$ cat src/common/lpif_pkg.sv
////////////////////////////////////////////////////////////
// Scaled link widths: 32-bit data, 16-bit CRC, 2 lanes
// Flit word is 57 bits, split 38 + 19 across the lanes
////////////////////////////////////////////////////////////

package lpif_pkg;

  // Flit field widths
  localparam int data_w   = 32;
  localparam int crc_w    = 16;
  localparam int state_w  = 4;
  localparam int protid_w = 2;

  // valid + crc_valid + crc + dvalid + data + protid + state
  localparam int flit_w = 57;

  // PHY lane layout
  localparam int lane_w         = 40;
  localparam int lane_payload_w = 38;
  // One marker bit per lane
  localparam int mrk_w          = 2;

  // Online delay programming
  localparam int delay_w    = 8;
  // Receive delay is a sum of two fields, one extra bit
  localparam int sync_cnt_w = delay_w + 1;

  // APB register offsets
  localparam logic [7:0] reg_ctrl     = 8'h00;
  localparam logic [7:0] reg_userbits = 8'h04;
  localparam logic [7:0] reg_tx_count = 8'h08;
  localparam logic [7:0] reg_rx_count = 8'h0C;

  ////////////////////////////////////////////////////////////
  // Flit word, seen as fields or as raw lane bits
  ////////////////////////////////////////////////////////////
  typedef union packed {
    // Field view, top bit down
    struct packed {
      logic                valid;
      logic                crc_valid;
      logic [crc_w-1:0]    crc;
      logic                dvalid;
      logic [data_w-1:0]   data;
      logic [protid_w-1:0] protid;
      logic [state_w-1:0]  state;
    } f;
    // Raw view, sliced across lanes
    logic [flit_w-1:0] raw;
  } flit_u;

endpackage
$ cat src/common/lpif_sync_if.sv
////////////////////////////////////////////////////////////
// Delayed online flags and persistent marker/strobe bits
////////////////////////////////////////////////////////////

interface lpif_sync_if
  import lpif_pkg::*;
();

  // Transmit side online after programmed delay
  logic             tx_online_delay;
  // Receive side online after programmed delay
  logic             rx_online_delay;
  // Marker bits, one per lane
  logic [mrk_w-1:0] tx_auto_mrk;
  // Lane 0 strobe
  logic             tx_auto_stb;

  // Auto-sync side
  modport sync (
    output tx_online_delay,
    output rx_online_delay,
    output tx_auto_mrk,
    output tx_auto_stb
  );

  // PHY concatenation side
  modport phy (
    input tx_online_delay,
    input rx_online_delay,
    input tx_auto_mrk,
    input tx_auto_stb
  );

endinterface

$ cat src/hdl/lpif_link_top.sv
////////////////////////////////////////////////////////////
// Single clock domain, no back-pressure, one flit per cycle
// Lane loopback gives 2 cycles from upstream to downstream
////////////////////////////////////////////////////////////

module lpif_link_top
  import lpif_pkg::*;
(
  input  logic                clk_wr,
  input  logic                rst_n,
  // APB configuration port
  input  logic                psel,
  input  logic                penable,
  input  logic                pwrite,
  input  logic [7:0]          paddr,
  input  logic [31:0]         pwdata,
  output logic [31:0]         prdata,
  output logic                pready,
  output logic                pslverr,
  // Link control
  input  logic                tx_online,
  input  logic                rx_online,
  // PHY lanes
  output logic [lane_w-1:0]   tx_phy0,
  output logic [lane_w-1:0]   tx_phy1,
  input  logic [lane_w-1:0]   rx_phy0,
  input  logic [lane_w-1:0]   rx_phy1,
  // Upstream channel
  input  logic [state_w-1:0]  ustrm_state,
  input  logic [protid_w-1:0] ustrm_protid,
  input  logic [data_w-1:0]   ustrm_data,
  input  logic                ustrm_dvalid,
  input  logic [crc_w-1:0]    ustrm_crc,
  input  logic                ustrm_crc_valid,
  input  logic                ustrm_valid,
  // Downstream channel
  output logic [state_w-1:0]  dstrm_state,
  output logic [protid_w-1:0] dstrm_protid,
  output logic [data_w-1:0]   dstrm_data,
  output logic                dstrm_dvalid,
  output logic [crc_w-1:0]    dstrm_crc,
  output logic                dstrm_crc_valid,
  output logic                dstrm_valid
);

  // Configuration wires
  logic [delay_w-1:0] delay_x;
  logic [delay_w-1:0] delay_xz;
  logic [delay_w-1:0] delay_yz;
  logic [mrk_w-1:0]   mrk_userbit;
  logic               stb_userbit;
  logic               gen2_mode;
  // Count events
  logic               tx_flit_pulse;
  logic               rx_flit_pulse;
  // Flit words
  flit_u              tx_word;
  flit_u              rx_word;
  logic               rx_word_ok;

  lpif_sync_if sync_if ();

  ////////////////////////////////////////////////////////////
  // Configuration
  ////////////////////////////////////////////////////////////

  lpif_apb_regs u_apb_regs (
    .clk_wr        (clk_wr),
    .rst_n         (rst_n),
    .psel          (psel),
    .penable       (penable),
    .pwrite        (pwrite),
    .paddr         (paddr),
    .pwdata        (pwdata),
    .prdata        (prdata),
    .pready        (pready),
    .pslverr       (pslverr),
    .tx_flit_pulse (tx_flit_pulse),
    .rx_flit_pulse (rx_flit_pulse),
    .delay_x       (delay_x),
    .delay_xz      (delay_xz),
    .delay_yz      (delay_yz),
    .mrk_userbit   (mrk_userbit),
    .stb_userbit   (stb_userbit),
    .gen2_mode     (gen2_mode)
  );

  // Online delays and marker/strobe
  ll_auto_sync u_auto_sync (
    .clk_wr      (clk_wr),
    .rst_n       (rst_n),
    .tx_online   (tx_online),
    .rx_online   (rx_online),
    .delay_x     (delay_x),
    .delay_xz    (delay_xz),
    .delay_yz    (delay_yz),
    .mrk_userbit (mrk_userbit),
    .stb_userbit (stb_userbit),
    .sync        (sync_if.sync)
  );

  ////////////////////////////////////////////////////////////
  // Datapath
  ////////////////////////////////////////////////////////////

  lpif_user_pack u_user_pack (
    .gen2_mode       (gen2_mode),
    .ustrm_state     (ustrm_state),
    .ustrm_protid    (ustrm_protid),
    .ustrm_data      (ustrm_data),
    .ustrm_dvalid    (ustrm_dvalid),
    .ustrm_crc       (ustrm_crc),
    .ustrm_crc_valid (ustrm_crc_valid),
    .ustrm_valid     (ustrm_valid),
    .dstrm_state     (dstrm_state),
    .dstrm_protid    (dstrm_protid),
    .dstrm_data      (dstrm_data),
    .dstrm_dvalid    (dstrm_dvalid),
    .dstrm_crc       (dstrm_crc),
    .dstrm_crc_valid (dstrm_crc_valid),
    .dstrm_valid     (dstrm_valid),
    .tx_word         (tx_word),
    .rx_word         (rx_word),
    .rx_word_ok      (rx_word_ok),
    .tx_online_delay (sync_if.tx_online_delay),
    .tx_flit_pulse   (tx_flit_pulse),
    .rx_flit_pulse   (rx_flit_pulse)
  );

  lpif_phy_concat u_phy_concat (
    .clk_wr     (clk_wr),
    .rst_n      (rst_n),
    .tx_word    (tx_word),
    .rx_word    (rx_word),
    .rx_word_ok (rx_word_ok),
    .tx_phy0    (tx_phy0),
    .tx_phy1    (tx_phy1),
    .rx_phy0    (rx_phy0),
    .rx_phy1    (rx_phy1),
    .sync       (sync_if.phy)
  );

endmodule

$ cat src/hdl/lpif_phy_concat.sv
////////////////////////////////////////////////////////////
// One register stage per direction, lanes zero while offline
// Bit 39 marker per lane, bit 38 strobe on lane 0 only
////////////////////////////////////////////////////////////

module lpif_phy_concat
  import lpif_pkg::*;
(
  input  logic              clk_wr,
  input  logic              rst_n,
  // Flit words
  input  flit_u             tx_word,
  output flit_u             rx_word,
  output logic              rx_word_ok,
  // PHY lanes
  output logic [lane_w-1:0] tx_phy0,
  output logic [lane_w-1:0] tx_phy1,
  input  logic [lane_w-1:0] rx_phy0,
  input  logic [lane_w-1:0] rx_phy1,
  lpif_sync_if.phy          sync
);

  ////////////////////////////////////////////////////////////
  // Transmit stage
  ////////////////////////////////////////////////////////////

  always_ff @(posedge clk_wr) begin
    if (!rst_n) begin
      tx_phy0 <= '0;
      tx_phy1 <= '0;
    end else if (sync.tx_online_delay) begin
      // Lane 0: low 38 raw bits under marker and strobe
      tx_phy0 <= {sync.tx_auto_mrk[0], sync.tx_auto_stb,
                  tx_word.raw[lane_payload_w-1:0]};
      // Lane 1: upper 19 raw bits, rest of payload zero
      tx_phy1 <= {sync.tx_auto_mrk[1], 1'b0,
                  {(2*lane_payload_w-flit_w){1'b0}},
                  tx_word.raw[flit_w-1:lane_payload_w]};
    end else begin
      // Quiet lanes before online
      tx_phy0 <= '0;
      tx_phy1 <= '0;
    end
  end

  ////////////////////////////////////////////////////////////
  // Receive stage
  ////////////////////////////////////////////////////////////

  // Qualifier: lane 0 strobe while receive is online
  always_ff @(posedge clk_wr) begin
    if (!rst_n) begin
      rx_word_ok <= 1'b0;
    end else begin
      rx_word_ok <= sync.rx_online_delay & rx_phy0[lane_payload_w];
    end
  end

  // Reassemble the raw word from both lanes
  always_ff @(posedge clk_wr) begin
    rx_word.raw <= {rx_phy1[flit_w-lane_payload_w-1:0],
                    rx_phy0[lane_payload_w-1:0]};
  end

endmodule

$ cat src/hdl/lpif_user_pack.sv
////////////////////////////////////////////////////////////
// Purely combinational; unqualified receive words read as zero
////////////////////////////////////////////////////////////

module lpif_user_pack
  import lpif_pkg::*;
(
  input  logic                gen2_mode,
  // Upstream user fields
  input  logic [state_w-1:0]  ustrm_state,
  input  logic [protid_w-1:0] ustrm_protid,
  input  logic [data_w-1:0]   ustrm_data,
  input  logic                ustrm_dvalid,
  input  logic [crc_w-1:0]    ustrm_crc,
  input  logic                ustrm_crc_valid,
  input  logic                ustrm_valid,
  // Downstream user fields
  output logic [state_w-1:0]  dstrm_state,
  output logic [protid_w-1:0] dstrm_protid,
  output logic [data_w-1:0]   dstrm_data,
  output logic                dstrm_dvalid,
  output logic [crc_w-1:0]    dstrm_crc,
  output logic                dstrm_crc_valid,
  output logic                dstrm_valid,
  // Flit words to and from the PHY block
  output flit_u               tx_word,
  input  flit_u               rx_word,
  input  logic                rx_word_ok,
  input  logic                tx_online_delay,
  // Count events
  output logic                tx_flit_pulse,
  output logic                rx_flit_pulse
);

  // Transmit packing
  always_comb begin
    tx_word.f.valid     = ustrm_valid;
    tx_word.f.crc_valid = ustrm_crc_valid;
    tx_word.f.crc       = ustrm_crc;
    tx_word.f.dvalid    = ustrm_dvalid;
    // Gen1 carries only the low half of data
    tx_word.f.data      = gen2_mode ? ustrm_data
                                    : {{(data_w/2){1'b0}}, ustrm_data[data_w/2-1:0]};
    tx_word.f.protid    = ustrm_protid;
    tx_word.f.state     = ustrm_state;
  end

  // Receive unpacking, zero unless qualified
  always_comb begin
    dstrm_valid     = rx_word_ok & rx_word.f.valid;
    dstrm_crc_valid = rx_word_ok & rx_word.f.crc_valid;
    dstrm_crc       = rx_word_ok ? rx_word.f.crc : '0;
    dstrm_dvalid    = rx_word_ok & rx_word.f.dvalid;
    dstrm_data      = rx_word_ok ? rx_word.f.data : '0;
    dstrm_protid    = rx_word_ok ? rx_word.f.protid : '0;
    dstrm_state     = rx_word_ok ? rx_word.f.state : '0;
  end

  // Only flits sent while online count
  assign tx_flit_pulse = ustrm_valid & tx_online_delay;
  assign rx_flit_pulse = dstrm_valid;

endmodule

$ cat src/hdl/ll_auto_sync.sv
////////////////////////////////////////////////////////////
// Zero delay brings the online flag up in the same cycle
// Delayed flags drop as soon as their online input drops
////////////////////////////////////////////////////////////

module ll_auto_sync
  import lpif_pkg::*;
(
  input  logic               clk_wr,
  input  logic               rst_n,
  input  logic               tx_online,
  input  logic               rx_online,
  // Programmed delays
  input  logic [delay_w-1:0] delay_x,
  input  logic [delay_w-1:0] delay_xz,
  input  logic [delay_w-1:0] delay_yz,
  // Persistent user bits
  input  logic [mrk_w-1:0]   mrk_userbit,
  input  logic               stb_userbit,
  lpif_sync_if.sync          sync
);

  // Index 0 is transmit, index 1 is receive
  logic [1:0]                  online;
  logic [1:0]                  online_q;
  logic [1:0][sync_cnt_w-1:0]  dly;
  logic [1:0][sync_cnt_w-1:0]  cnt_q;
  logic [1:0][sync_cnt_w-1:0]  cnt_now;
  logic [1:0]                  online_dly;

  ////////////////////////////////////////////////////////////
  // Delay counters
  ////////////////////////////////////////////////////////////

  always_comb begin
    online = {rx_online, tx_online};
    dly[0] = {1'b0, delay_xz};
    // Receive waits for alignment time plus its own delay
    dly[1] = {1'b0, delay_x} + {1'b0, delay_yz};
    for (int i = 0; i < 2; i++) begin
      // Load on the rising edge, else keep counting
      cnt_now[i]    = (online[i] && !online_q[i]) ? dly[i] : cnt_q[i];
      online_dly[i] = online[i] && (cnt_now[i] == '0);
    end
  end

  always_ff @(posedge clk_wr) begin
    if (!rst_n) begin
      online_q <= '0;
      cnt_q    <= '0;
    end else begin
      online_q <= online;
      for (int i = 0; i < 2; i++) begin
        // Count down to zero and hold there
        if (online[i] && (cnt_now[i] != '0)) begin
          cnt_q[i] <= cnt_now[i] - 1'b1;
        end else begin
          cnt_q[i] <= '0;
        end
      end
    end
  end

  ////////////////////////////////////////////////////////////
  // Outputs
  ////////////////////////////////////////////////////////////

  assign sync.tx_online_delay = online_dly[0];
  assign sync.rx_online_delay = online_dly[1];

  // Marker and strobe only while transmit is online
  assign sync.tx_auto_mrk = online_dly[0] ? mrk_userbit : '0;
  assign sync.tx_auto_stb = online_dly[0] & stb_userbit;

endmodule

$ cat src/hdl/lpif_apb_regs.sv
////////////////////////////////////////////////////////////
// Zero-wait-state APB slave, pready follows psel
// Counters are read-only and wrap at 32 bits
////////////////////////////////////////////////////////////

module lpif_apb_regs
  import lpif_pkg::*;
(
  input  logic               clk_wr,
  input  logic               rst_n,
  // APB slave
  input  logic               psel,
  input  logic               penable,
  input  logic               pwrite,
  input  logic [7:0]         paddr,
  input  logic [31:0]        pwdata,
  output logic [31:0]        prdata,
  output logic               pready,
  output logic               pslverr,
  // Flit count events
  input  logic               tx_flit_pulse,
  input  logic               rx_flit_pulse,
  // Configuration
  output logic [delay_w-1:0] delay_x,
  output logic [delay_w-1:0] delay_xz,
  output logic [delay_w-1:0] delay_yz,
  output logic [mrk_w-1:0]   mrk_userbit,
  output logic               stb_userbit,
  output logic               gen2_mode
);

  logic [31:0] tx_count;
  logic [31:0] rx_count;
  logic        access;
  logic        addr_hit;
  logic        wr_ro;

  ////////////////////////////////////////////////////////////
  // Access decode
  ////////////////////////////////////////////////////////////

  // Access phase of a transfer
  assign access = psel & penable;

  always_comb begin
    addr_hit = (paddr == reg_ctrl) || (paddr == reg_userbits) ||
               (paddr == reg_tx_count) || (paddr == reg_rx_count);
  end

  // Counts are read-only
  assign wr_ro = pwrite & ((paddr == reg_tx_count) || (paddr == reg_rx_count));

  // No wait states
  assign pready  = psel;
  assign pslverr = access & (~addr_hit | wr_ro);

  ////////////////////////////////////////////////////////////
  // Configuration registers
  ////////////////////////////////////////////////////////////

  always_ff @(posedge clk_wr) begin
    if (!rst_n) begin
      delay_x     <= '0;
      delay_xz    <= '0;
      delay_yz    <= '0;
      gen2_mode   <= 1'b0;
      mrk_userbit <= '0;
      stb_userbit <= 1'b0;
    end else if (access && pwrite) begin
      // Write lands in the access cycle
      if (paddr == reg_ctrl) begin
        delay_x   <= pwdata[delay_w-1:0];
        delay_xz  <= pwdata[2*delay_w-1:delay_w];
        delay_yz  <= pwdata[3*delay_w-1:2*delay_w];
        gen2_mode <= pwdata[3*delay_w];
      end
      if (paddr == reg_userbits) begin
        mrk_userbit <= pwdata[mrk_w-1:0];
        stb_userbit <= pwdata[mrk_w];
      end
    end
  end

  // Debug flit counters, free running
  always_ff @(posedge clk_wr) begin
    if (!rst_n) begin
      tx_count <= '0;
      rx_count <= '0;
    end else begin
      if (tx_flit_pulse) begin
        tx_count <= tx_count + 32'd1;
      end
      if (rx_flit_pulse) begin
        rx_count <= rx_count + 32'd1;
      end
    end
  end

  // Read mux, valid in the access cycle
  always_comb begin
    case (paddr)
      reg_ctrl:     prdata = {{(32-3*delay_w-1){1'b0}}, gen2_mode, delay_yz, delay_xz, delay_x};
      reg_userbits: prdata = {{(32-mrk_w-1){1'b0}}, stb_userbit, mrk_userbit};
      reg_tx_count: prdata = tx_count;
      reg_rx_count: prdata = rx_count;
      default:      prdata = '0;
    endcase
  end

endmodule

$ cat config.mk
export PLATFORM = sky130hd
export DESIGN_NAME = lpif_link_top
export DESIGN_NICKNAME = d
export VERILOG_FILES = /design/src/common/lpif_pkg.sv /design/src/common/lpif_sync_if.sv /design/src/hdl/lpif_link_top.sv /design/src/hdl/lpif_phy_concat.sv /design/src/hdl/lpif_user_pack.sv /design/src/hdl/ll_auto_sync.sv /design/src/hdl/lpif_apb_regs.sv
export SDC_FILE = /design/constraint.sdc
export NUM_CORES = 1
export LEC_CHECK = 0
export BUFFER_PORTS_ARGS = -buffer_cell sky130_fd_sc_hd__buf_2
export CAP_MARGIN = 20
export CORE_MARGIN = 8
export CORE_UTILIZATION = 40
export DETAILED_ROUTE_END_ITERATION = 8
export PLACE_DENSITY = 0.79
export SETUP_SLACK_MARGIN = 0.02
export SLEW_MARGIN = 40
export SYNTH_ARGS = -nofsm -noshare
export SYNTH_HDL_FRONTEND = slang
export SYNTH_SLANG_ARGS = --single-unit
$ cat constraint.sdc
create_clock -name clk_wr -period 2.6 [get_ports clk_wr]
set_input_delay 0.26 -clock clk_wr [delete_from_list [all_inputs] [get_ports clk_wr]]
set_output_delay 0.26 -clock clk_wr [all_outputs]
set_load 0.01 [all_outputs]
==> flow_summary.yaml, run 1 <==
status:
  outcome: "completed"
placement:
  io_buffers: 305
  place_area_um2: 11400
  dp_hpwl_mm: 23.0
  gp_congestion: 0.950
  pre_cts_ws_ps: -62.2
worst_setup_path:
  end_kind: "register"
  critical_path_arrival_ps: 2910
  worstRegToRegCells: 10
  path_max_fanout: 4
  cp.required_ps: 2990
  r2r-end: "u_auto_sync.cnt_q[15]$_SDFF_PN0_"
  critPathKind: "register to register"
  r2r_start: "u_apb_regs.delay_x[0]$_SDFFE_PN0P_"
  critPathLaunchType: "register"
  regToRegSetupSlack_ps: 80
floorplanning:
  dieHeight_um: 170
  design.die.area_um2: 28800
  top_level_ports: 355
  die_w_um: 170
  rows: 56
  initial_core_util: 0.405
  fp.coreArea_um2: 23300
timing:
  min_period_over_period: 0.970
  drv_slew: 0
  worst_slack_ps: 79.2
  final.setup_skew_ps: 12.3
  fin_crit_ps: 2520
  finalHoldViolCount: 0
  tightest_slew_ps: 662
  fmax_ghz: 0.397
  setup_viol: 0
  fin_tns_setup_ps: 0
  rsz0062_at_grt: "yes"
  max_slew_margin: 0.558
worst_hold_path:
  min_path_cells: 3
  hp-class: "primary input to register"
  holdCritStartpoint: "pwdata[12]"
  min_delay_worst_endpoint: "u_apb_regs.delay_xz[4]$_SDFFE_PN0P_"
clock_tree:
  cts_max_level: 1
  root_buffer: "clkbuf_16"
  clk_pin_slew_worst_paths_ps: 60
  cts.sinks: 230
  clk_latency_ps: 510
  cts_tree: "done"
  cts_buffer_depth: 3
  cts-buffers-inserted: 25
route:
  ant_nets: 0
  vias: 9147
  wirelength_mm: 32.8
  vias_per_cell: 5.03
  dr.pass1.iters: 5
  drt_iter0_markers: 640
  avgRoutedWirePerCell_um: 18.0
  drc: 0
synthesis:
  syn_area_per_cell_um2: 9.21
  synth_top_area_share: 0.488
  synthArstFlopShare: 0
  synth-main-ff-cell: "dfxtp_1"
  synth-seq-area-share: 0.488
  synth.area.top_cells: "dfxtp_1 (49%), and2_1 (7.3%), nor2_1 (3.9%)"
  syn_area_um2: 9440
  synth-edff-count: 0
  synth_top_cell_by_area: "dfxtp_1"
  synth.distinct_cells: 58
  yosys_warnings: 0
  syn_inst: 1025
  ys_ff_latch: 230
cells_and_area:
  nets: 1673
  area_growth_pct: 44.1
  n_fill_cell: 2011
  layout-drive-gt1-share: 0.286
  final_core_util: 0.583
  design_area_um2: 13600
power_and_ir_drop:
  ir_drop_v: 0.000395
  powerDensity_nw_per_um2: 664
  power_leakage_nw: 6.13
  finalPower_w: 0.00904
global_routing:
  grt_pass1_wl_mm: 49.9
  grt_util_all_layers: 0.216
  grt_max_degree: 80
  grt_pass1_vias: 9290
  grt_overflow: 0
  antenna_found_initial: 4
flow_run:
  drv_cap: 0
[flip-flops by register name, summed over array words and instances (netlist names)]
name and count:
u_phy_concat.rx_word 57, u_phy_concat.tx_phy0 40, u_apb_regs.rx_count 32, u_apb_regs.tx_count 32, u_phy_concat.tx_phy1 20, u_auto_sync.cnt_q 18, u_apb_regs.delay_x 8, u_apb_regs.delay_xz 8
u_apb_regs.delay_yz 8, u_apb_regs.mrk_userbit 2, u_auto_sync.online_q 2, u_apb_regs.gen2_mode 1, u_apb_regs.stb_userbit 1, u_phy_concat.rx_word_ok 1
[cells in the mapped netlist (20+ instances only)]
cell        n
buf_4      22
nand2_1    96
xor2_1     26
and3_1     33
a21oi_1    61
nand4_1    21
and2_1    110
clkbuf_1   43
nand3_1    20
nor2_1     99
dfxtp_1   230
a22oi_1    22
o21ai_0    22
mux2i_1    26
[routing by layer]
metal | GRT usage | routed length, µm | part of all wire
met1 | 0.248 | 12700 | 0.39
met2 | 0.389 | 16300 | 0.50
met3 | 0.0405 | 2660 | 0.081
met4 | 0.0877 | 1190 | 0.036
met5 | 0 | 0 | 0
[layout make-up]
class,instances,area (µm²),area share
antenna,7,17.5,0.00129
tap,319,399,0.0293
clock inverter,9,120,0.00883
clock buffer,35,713,0.0524
multi-input combinational,729,4560,0.335
timing repair buffer,475,3150,0.231
sequential,230,4600,0.338
inverter,14,52.6,0.00386
[worst max path at each step]
stage                                             endpoint  slack (ps)                          startpoint  depth (start not counted)
after floorplan           u_auto_sync.cnt_q[11]$_SDFF_PN0_          70  u_apb_regs.delay_x[0]$_SDFFE_PN0P_                          8
after global placement    u_auto_sync.cnt_q[13]$_SDFF_PN0_          -9  u_apb_regs.delay_x[0]$_SDFFE_PN0P_                         10
after detailed placement  u_auto_sync.cnt_q[13]$_SDFF_PN0_         -60  u_apb_regs.delay_x[0]$_SDFFE_PN0P_                         10
after CTS                 u_auto_sync.cnt_q[13]$_SDFF_PN0_          40  u_apb_regs.delay_x[0]$_SDFFE_PN0P_                         10
after global routing      u_auto_sync.cnt_q[13]$_SDFF_PN0_         -10  u_apb_regs.delay_x[0]$_SDFFE_PN0P_                         10
final                     u_auto_sync.cnt_q[15]$_SDFF_PN0_          80  u_apb_regs.delay_x[0]$_SDFFE_PN0P_                         10
[power breakdown]
part	internal, W	switching, W	total, W
Clock	0.00220	0.00139	0.00359
Sequential	0.00381	0.000111	0.00392
Combinational	0.000709	0.000810	0.00152
Total	0.00672	0.00231	0.00904
[cell families (layout without fill, tap and decap cells)]
family          count (synthesis)  count (layout)  share of synthesized area
flops                         230             230                      0.488
buf+inv                        85             533                     0.0435
simple gates                  455             455                      0.253
compound gates                147             147                     0.0966
other cells                     1              27                   0.000397
fa+ha+maj                      14              14                     0.0193
xor+xnor                       44              44                     0.0408
mux                            49              49                     0.0588
[critical path, cell delays in order, from the launching register on]
cell	delay, ps
dfxtp_1	320
ha_1	230
fa_2	360
a211oi_2	260
buf_4	170
o211a_1	160
nor3_1	70
or3_4	410
buf_4	150
o211ai_1	180
o31ai_1	90
[placed cells by master (no fill, tap or decap), types with 4 or more instances in the layout]
master         count
xor2_1            26
a21oi_1           61
nand3_1           20
nand4_1           21
nand2b_1           4
ha_1              13
dfxtp_1          230
mux2i_1           26
and3_1            33
clkbuf_8           5
clkbuf_16         25
xnor2_1           18
o31ai_1           13
buf_4             41
nand2_1           96
clkbuf_1           5
mux2_2            19
nor2_1            98
a22oi_1           22
o211ai_1           4
diode_2            7
buf_2            305
or4_1             10
nor4_1             6
and2_1           110
conb_1            20
clkinv_2           6
o21ai_0           22
dlygate4sd3_1    126
inv_1             13
or3_1             18
a211oi_1           5
and4_1             6
nor3_1            11
[metrics by stage]
step / hold WS [ps] / cells
2_1_floorplan: 288 / 1044
3_3_place_gp: 362 / 1635
3_5_place_dp: 364 / 1635
4_1_cts: 0.728 / 1805
5_1_grt: 13.8 / 1816
6_report: 12.0 / 1818
[what timing repair did]
item	in CTS	in global routing
resized for setup	2	6
buffers inserted	0	6
hold buffers	126	0
pin swaps	1	7
endpoints found under the setup margin	4	10
hold endpoints to repair	126	0
Note: power is estimated with default switching activity, not from simulation.
==> run 2: changes to the inputs <==
--- a/config.mk
+++ b/config.mk
@@ -11,6 +11,7 @@
 export CORE_UTILIZATION = 40
 export DETAILED_ROUTE_END_ITERATION = 8
 export PLACE_DENSITY = 0.79
+export REMOVE_ABC_BUFFERS = 1
 export SETUP_SLACK_MARGIN = 0.02
 export SLEW_MARGIN = 40
 export SYNTH_ARGS = -nofsm -noshare
==> run 2 against run 1 <==
Maximum frequency is essentially flat; critical path depth is the same; sequential share of layout area is essentially flat; critical path type unchanged; total power grew 0.28%; largest cell class unchanged; register-to-register slack is essentially flat; combinational power shrank 3%; sequential power is essentially flat; sequential cell count is the same.
==> flow_summary.yaml, run 2 (same netlist as run 1, synthesis figures left out) <==
status:
  outcome: "completed"
power_and_ir_drop:
  swShare: 0.253
  powerDensity_nw_per_um2: 665
  power_switching_w: 0.00229
  ir_drop_v: 0.000409
  power_leakage_nw: 6.11
  p_clk_frac: 0.404
  p_seq_frac: 0.432
  pwr-share-comb: 0.164
  p_int_w: 0.00677
  finalPower_w: 0.00906
floorplanning:
  die_w_um: 170
  rows: 56
  dieHeight_um: 170
  initial_core_util: 0.405
  design.die.area_um2: 28800
  top_level_ports: 355
  fp.coreArea_um2: 23300
worst_setup_path:
  regToRegSetupSlack_ps: 80
  path_max_fanout: 5
  worstRegToRegCells: 10
  critPathLaunchType: "register"
  r2r-end: "u_auto_sync.cnt_q[13]$_SDFF_PN0_"
  cp.required_ps: 3000
  r2r_start: "u_apb_regs.delay_x[0]$_SDFFE_PN0P_"
  critical_path_arrival_ps: 2920
  critPathKind: "register to register"
  end_kind: "register"
global_routing:
  grt_util_all_layers: 0.195
  grt_overflow: 0
  grt_pass1_wl_mm: 46.4
  grt_max_degree: 90
  antenna_found_initial: 4
  grt_pass1_vias: 9159
worst_hold_path:
  min_path_cells: 2
  hp-class: "primary input to register"
  holdCritStartpoint: "ustrm_data[20]"
  min_delay_worst_endpoint: "u_phy_concat.tx_phy0[26]$_SDFF_PN0_"
cells_and_area:
  nets: 1670
  design_area_um2: 13600
  regMostFlops: "u_phy_concat.rx_word"
  layout-drive-gt1-share: 0.280
  largest_reg_flops: 57
  reg.largest.list: "u_phy_concat.rx_word x57, u_phy_concat.tx_phy0 x40"
  layout_commonest_cell: "buf_2"
  area_growth_pct: 44.2
  final_cell_mix: "buf_2 (305), dfxtp_1 (230), dlygate4sd3_1 (134)"
clock_tree:
  cts_max_level: 1
  cts.sinks: 230
  cts_tree: "done"
  cts_buffer_depth: 3
  clk_pin_slew_worst_paths_ps: 60
  cts-buffers-inserted: 25
  clk_latency_ps: 520
  root_buffer: "clkbuf_16"
timing:
  fin_crit_ps: 2520
  rsz0062_at_grt: "yes"
  fin_tns_setup_ps: 0
  whs_ps: 22.9
  min_period_over_period: 0.969
  finalHoldViolCount: 0
  worst_slack_ps: 79.9
  final.setup_skew_ps: 22.0
  drv_slew: 0
  tightest_slew_ps: 614
  setup_viol: 0
  fmax_ghz: 0.397
  max_slew_margin: 0.590
route:
  avgRoutedWirePerCell_um: 16.4
  drt_iter0_markers: 562
  ant_nets: 0
  dr.pass1.iters: 5
  drc: 0
  vias_per_cell: 4.98
  vias: 9041
  wirelength_mm: 29.8
flow_run:
  drv_cap: 0
placement:
  dp_hpwl_mm: 20.0
  io_buffers: 305
  place_area_um2: 11300
  pre_cts_ws_ps: -145
  gp_congestion: 0.869
## run 2: cell type report
type                    count  area (µm²)
repair buffers            472        3140
inverters                  14        52.6
clock buffers              37         741
diodes                      7        17.5
clock inverters             7         113
fillers                  2018        9710
well taps                 319         399
multi-input cells         729        4550
flip-flops and latches    230        4600
## run 2: worst max-delay path by stage
stage | from | endpoint | slack (ps) | cells past startpoint
floorplan | u_auto_sync.online_q[0]$_SDFF_PN0_ | u_phy_concat.tx_phy0[22]$_SDFF_PN0_ | -740 | 7
global placement | u_apb_regs.delay_x[0]$_SDFFE_PN0P_ | u_auto_sync.cnt_q[13]$_SDFF_PN0_ | -60 | 10
detailed placement | u_apb_regs.delay_x[0]$_SDFFE_PN0P_ | u_auto_sync.cnt_q[13]$_SDFF_PN0_ | -140 | 10
CTS | u_apb_regs.delay_x[0]$_SDFFE_PN0P_ | u_auto_sync.cnt_q[13]$_SDFF_PN0_ | 40 | 10
global route | u_apb_regs.delay_x[0]$_SDFFE_PN0P_ | u_auto_sync.cnt_q[13]$_SDFF_PN0_ | 20 | 10
finish | u_apb_regs.delay_x[0]$_SDFFE_PN0P_ | u_auto_sync.cnt_q[13]$_SDFF_PN0_ | 80 | 10
## run 2: through the flow
step	instances	util
after detailed placement	1628	0.486
after floorplan	973	-
after CTS	1806	0.581
final	1815	0.584
after global routing	1811	0.583
after global placement	1628	0.486
## run 2: worst max-delay path, stage by stage (launching register included)
cell	delay, ps
dfxtp_1	320
ha_2	200
fa_2	380
a211oi_2	240
buf_4	170
or3_1	120
nand3_1	100
or3_4	450
o31ai_4	250
buf_6	140
a21oi_1	40
## run 2: timing repair
item                                    4_1_cts  5_1_grt
cloned                                        0        0
hold endpoints to repair                    134        0
resized for setup                             5        4
hold buffers                                134        0
pin swaps                                     0        4
setup buffers                                 0        2
endpoints found under the setup margin       10        9
## run 2: routing by layer
metal | wire (µm) | GRT usage
met1 | 11700 | 0.224
met2 | 15300 | 0.350
met3 | 1910 | 0.0351
met4 | 903 | 0.0804
met5 | 11 | 0
## run 2: power groups by stage
stage / Combinational (W) / Clock [W] / Sequential (W)
floorplan: 0.000588 / 0 / 0.00408
global placement: 0.00126 / 0 / 0.00397
detailed placement: 0.00129 / 0 / 0.00398
CTS: 0.00146 / 0.00375 / 0.00390
global route: 0.00162 / 0.00389 / 0.00394
finish: 0.00148 / 0.00366 / 0.00391
==> run 3: changes to the inputs <==
--- a/config.mk
+++ b/config.mk
@@ -9,6 +9,7 @@
 export CAP_MARGIN = 20
 export CORE_MARGIN = 8
 export CORE_UTILIZATION = 40
+export CTS_BUF_LIST = sky130_fd_sc_hd__clkbuf_16
 export DETAILED_ROUTE_END_ITERATION = 8
 export PLACE_DENSITY = 0.79
 export REMOVE_ABC_BUFFERS = 1
==> run 3 against run 2 <==
Clock skew fell by 7.0 ps; sequential share of layout area rose by 0.21 points; first-iteration DRC count rose by 6.0%; via count fell by 0.11%; global-route usage barely moved; die area did not move; sequential power barely moved; non-clock buffer count fell by 1; combinational power barely moved; total power fell by 2.6%; highest routed layer unchanged.
==> flow_summary.yaml, run 3 (same netlist as run 1, synthesis figures left out) <==
status:
  outcome: "completed"
route:
  dr.pass1.iters: 5
  vias: 9031
  ant_nets: 0
  drc: 0
  drt_iter0_markers: 596
  avgRoutedWirePerCell_um: 16.4
  vias_per_cell: 4.98
  wirelength_mm: 29.7
cells_and_area:
  reg.largest.list: "u_phy_concat.rx_word x57, u_phy_concat.tx_phy0 x40"
  largest_reg_flops: 57
  regMostFlops: "u_phy_concat.rx_word"
  layout_commonest_cell: "buf_2"
  area_growth_pct: 43.4
  layout-drive-gt1-share: 0.276
  final_cell_mix: "buf_2 (305), dfxtp_1 (230), dlygate4sd3_1 (133)"
  design_area_um2: 13500
  nets: 1669
worst_setup_path:
  critical_path_arrival_ps: 2910
  r2r_start: "u_apb_regs.delay_x[0]$_SDFFE_PN0P_"
  critPathLaunchType: "register"
  cp.required_ps: 3000
  critPathKind: "register to register"
  worstSetupStartpoint: "u_apb_regs.delay_x[0]$_SDFFE_PN0P_"
  path_max_fanout: 5
  cp_slowest_cell: "or3_4"
  crit_chain: "ha_2 -> fa_2 -> a211oi_2 -> buf_4 -> or3_1 -> nand3_1 -> or3_4 -> o31ai_4 -> buf_6 -> a21oi_1"
  cpPeakStageDelay_ps: 450
  end_kind: "register"
power_and_ir_drop:
  ir_drop_v: 0.000409
  p_int_w: 0.00654
  power_leakage_nw: 6.09
  p_seq_frac: 0.444
  swShare: 0.258
  p_clk_frac: 0.388
  powerDensity_nw_per_um2: 652
  power_switching_w: 0.00228
  pwr-share-comb: 0.168
floorplanning:
  dieHeight_um: 170
  design.die.area_um2: 28800
  top_level_ports: 355
  rows: 56
  initial_core_util: 0.405
  fp.coreArea_um2: 23300
  die_w_um: 170
clock_tree:
  cts_max_level: 1
  clk_latency_ps: 520
  cts_buffer_depth: 3
  cts-buffers-inserted: 25
  cts_tree: "done"
  root_buffer: "clkbuf_16"
  cts.sinks: 230
  clk_pin_slew_worst_paths_ps: 60
timing:
  max_slew_margin: 0.593
  worst_slack_ps: 88.5
  rsz0062_at_grt: "yes"
  setup_viol: 0
  tightest_slew_ps: 610
  final.setup_skew_ps: 15.0
  min_period_over_period: 0.966
  finalHoldViolCount: 0
  fin_crit_ps: 2510
  drv_slew: 0
  fmax_ghz: 0.398
global_routing:
  grt_pass1_wl_mm: 46.4
  antenna_found_initial: 3
  grt_pass1_vias: 9177
  grt_util_all_layers: 0.194
  grt_max_degree: 90
  grt_overflow: 0
worst_hold_path:
  hp-class: "primary input to register"
  holdCritStartpoint: "ustrm_data[20]"
placement:
  io_buffers: 305
  gp_congestion: 0.869
  dp_hpwl_mm: 20.0
  pre_cts_ws_ps: -145
  place_area_um2: 11300
flow_run:
  drv_cap: 0
## run 3: cell count changes in the layout (fill, tap and decap cells not counted)
cell	previous run	this run
clkbuf_1	5	0
clkbuf_8	7	0
clkinv_1	0	7
diode_2	7	6
dlygate4sd3_1	134	133
inv_1	13	18
## run 3: worst max-delay path, delay by kind of cell, from the launching register on
family / cells / cell delay (ps)
simple gates: 3 / 670
flops: 1 / 320
fa+ha+maj: 2 / 580
buf+inv: 2 / 310
compound gates: 3 / 520
## run 3: cell type report
cell class | count | area, µm²
Sequential cell | 230 | 4600
Tap cell | 319 | 399
Timing Repair Buffer | 471 | 3130
Clock inverter | 19 | 158
Fill cell | 2037 | 9800
Multi-Input combinational cell | 729 | 4550
Inverter | 14 | 52.6
Clock buffer | 25 | 626
Antenna cell | 6 | 15.0
## run 3: per-stage QoR
step	utilization	power (W)	TNS [ps]	cells	hold WS (ps)
after floorplan	-	0.00467	-45850	973	288
after global placement	0.486	0.00523	-250	1628	363
after detailed placement	0.486	0.00526	-776	1628	364
after CTS	0.578	0.00888	0	1805	0.312
after global routing	0.580	0.00922	0	1809	2.68
final	0.580	0.00882	0	1813	19.8
## run 3: per-layer routing
layer | track usage | routed length (µm) | vias up
met2 | 0.348 | 15200 | 297
met3 | 0.0368 | 1870 | 64
met4 | 0.0800 | 944 | 2
met1 | 0.224 | 11600 | 4267
met5 | 0 | 13 | -
li1 | - | - | 4401
## run 3: what timing repair did
item,in CTS,in global routing
hold endpoints to repair,133,0
pin swaps,0,4
setup endpoints to repair,10,8
setup buffers,0,2
hold buffers,133,0
resized for setup,5,4
## run 3: path summary, 6_finish.rpt
| check | slack, ps | to | cells past startpoint |
|---|---|---|---|
| max | 90 | u_auto_sync.cnt_q[13]$_SDFF_PN0_ | 10 |
| min | 20 | u_phy_concat.tx_phy0[26]$_SDFF_PN0_ | 2 |
| max reg2reg | 90 | u_auto_sync.cnt_q[13]$_SDFF_PN0_ | 10 |
| min reg2reg | 480 | u_auto_sync.cnt_q[8]$_SDFF_PN0_ | 2 |
## run 3: power groups by stage
stage / Combinational, W / Sequential [W] / Clock [W]
floorplan: 0.000588 / 0.00408 / 0
global placement: 0.00126 / 0.00397 / 0
detailed placement: 0.00129 / 0.00398 / 0
CTS: 0.00146 / 0.00390 / 0.00351
global route: 0.00162 / 0.00394 / 0.00366
finish: 0.00148 / 0.00392 / 0.00343
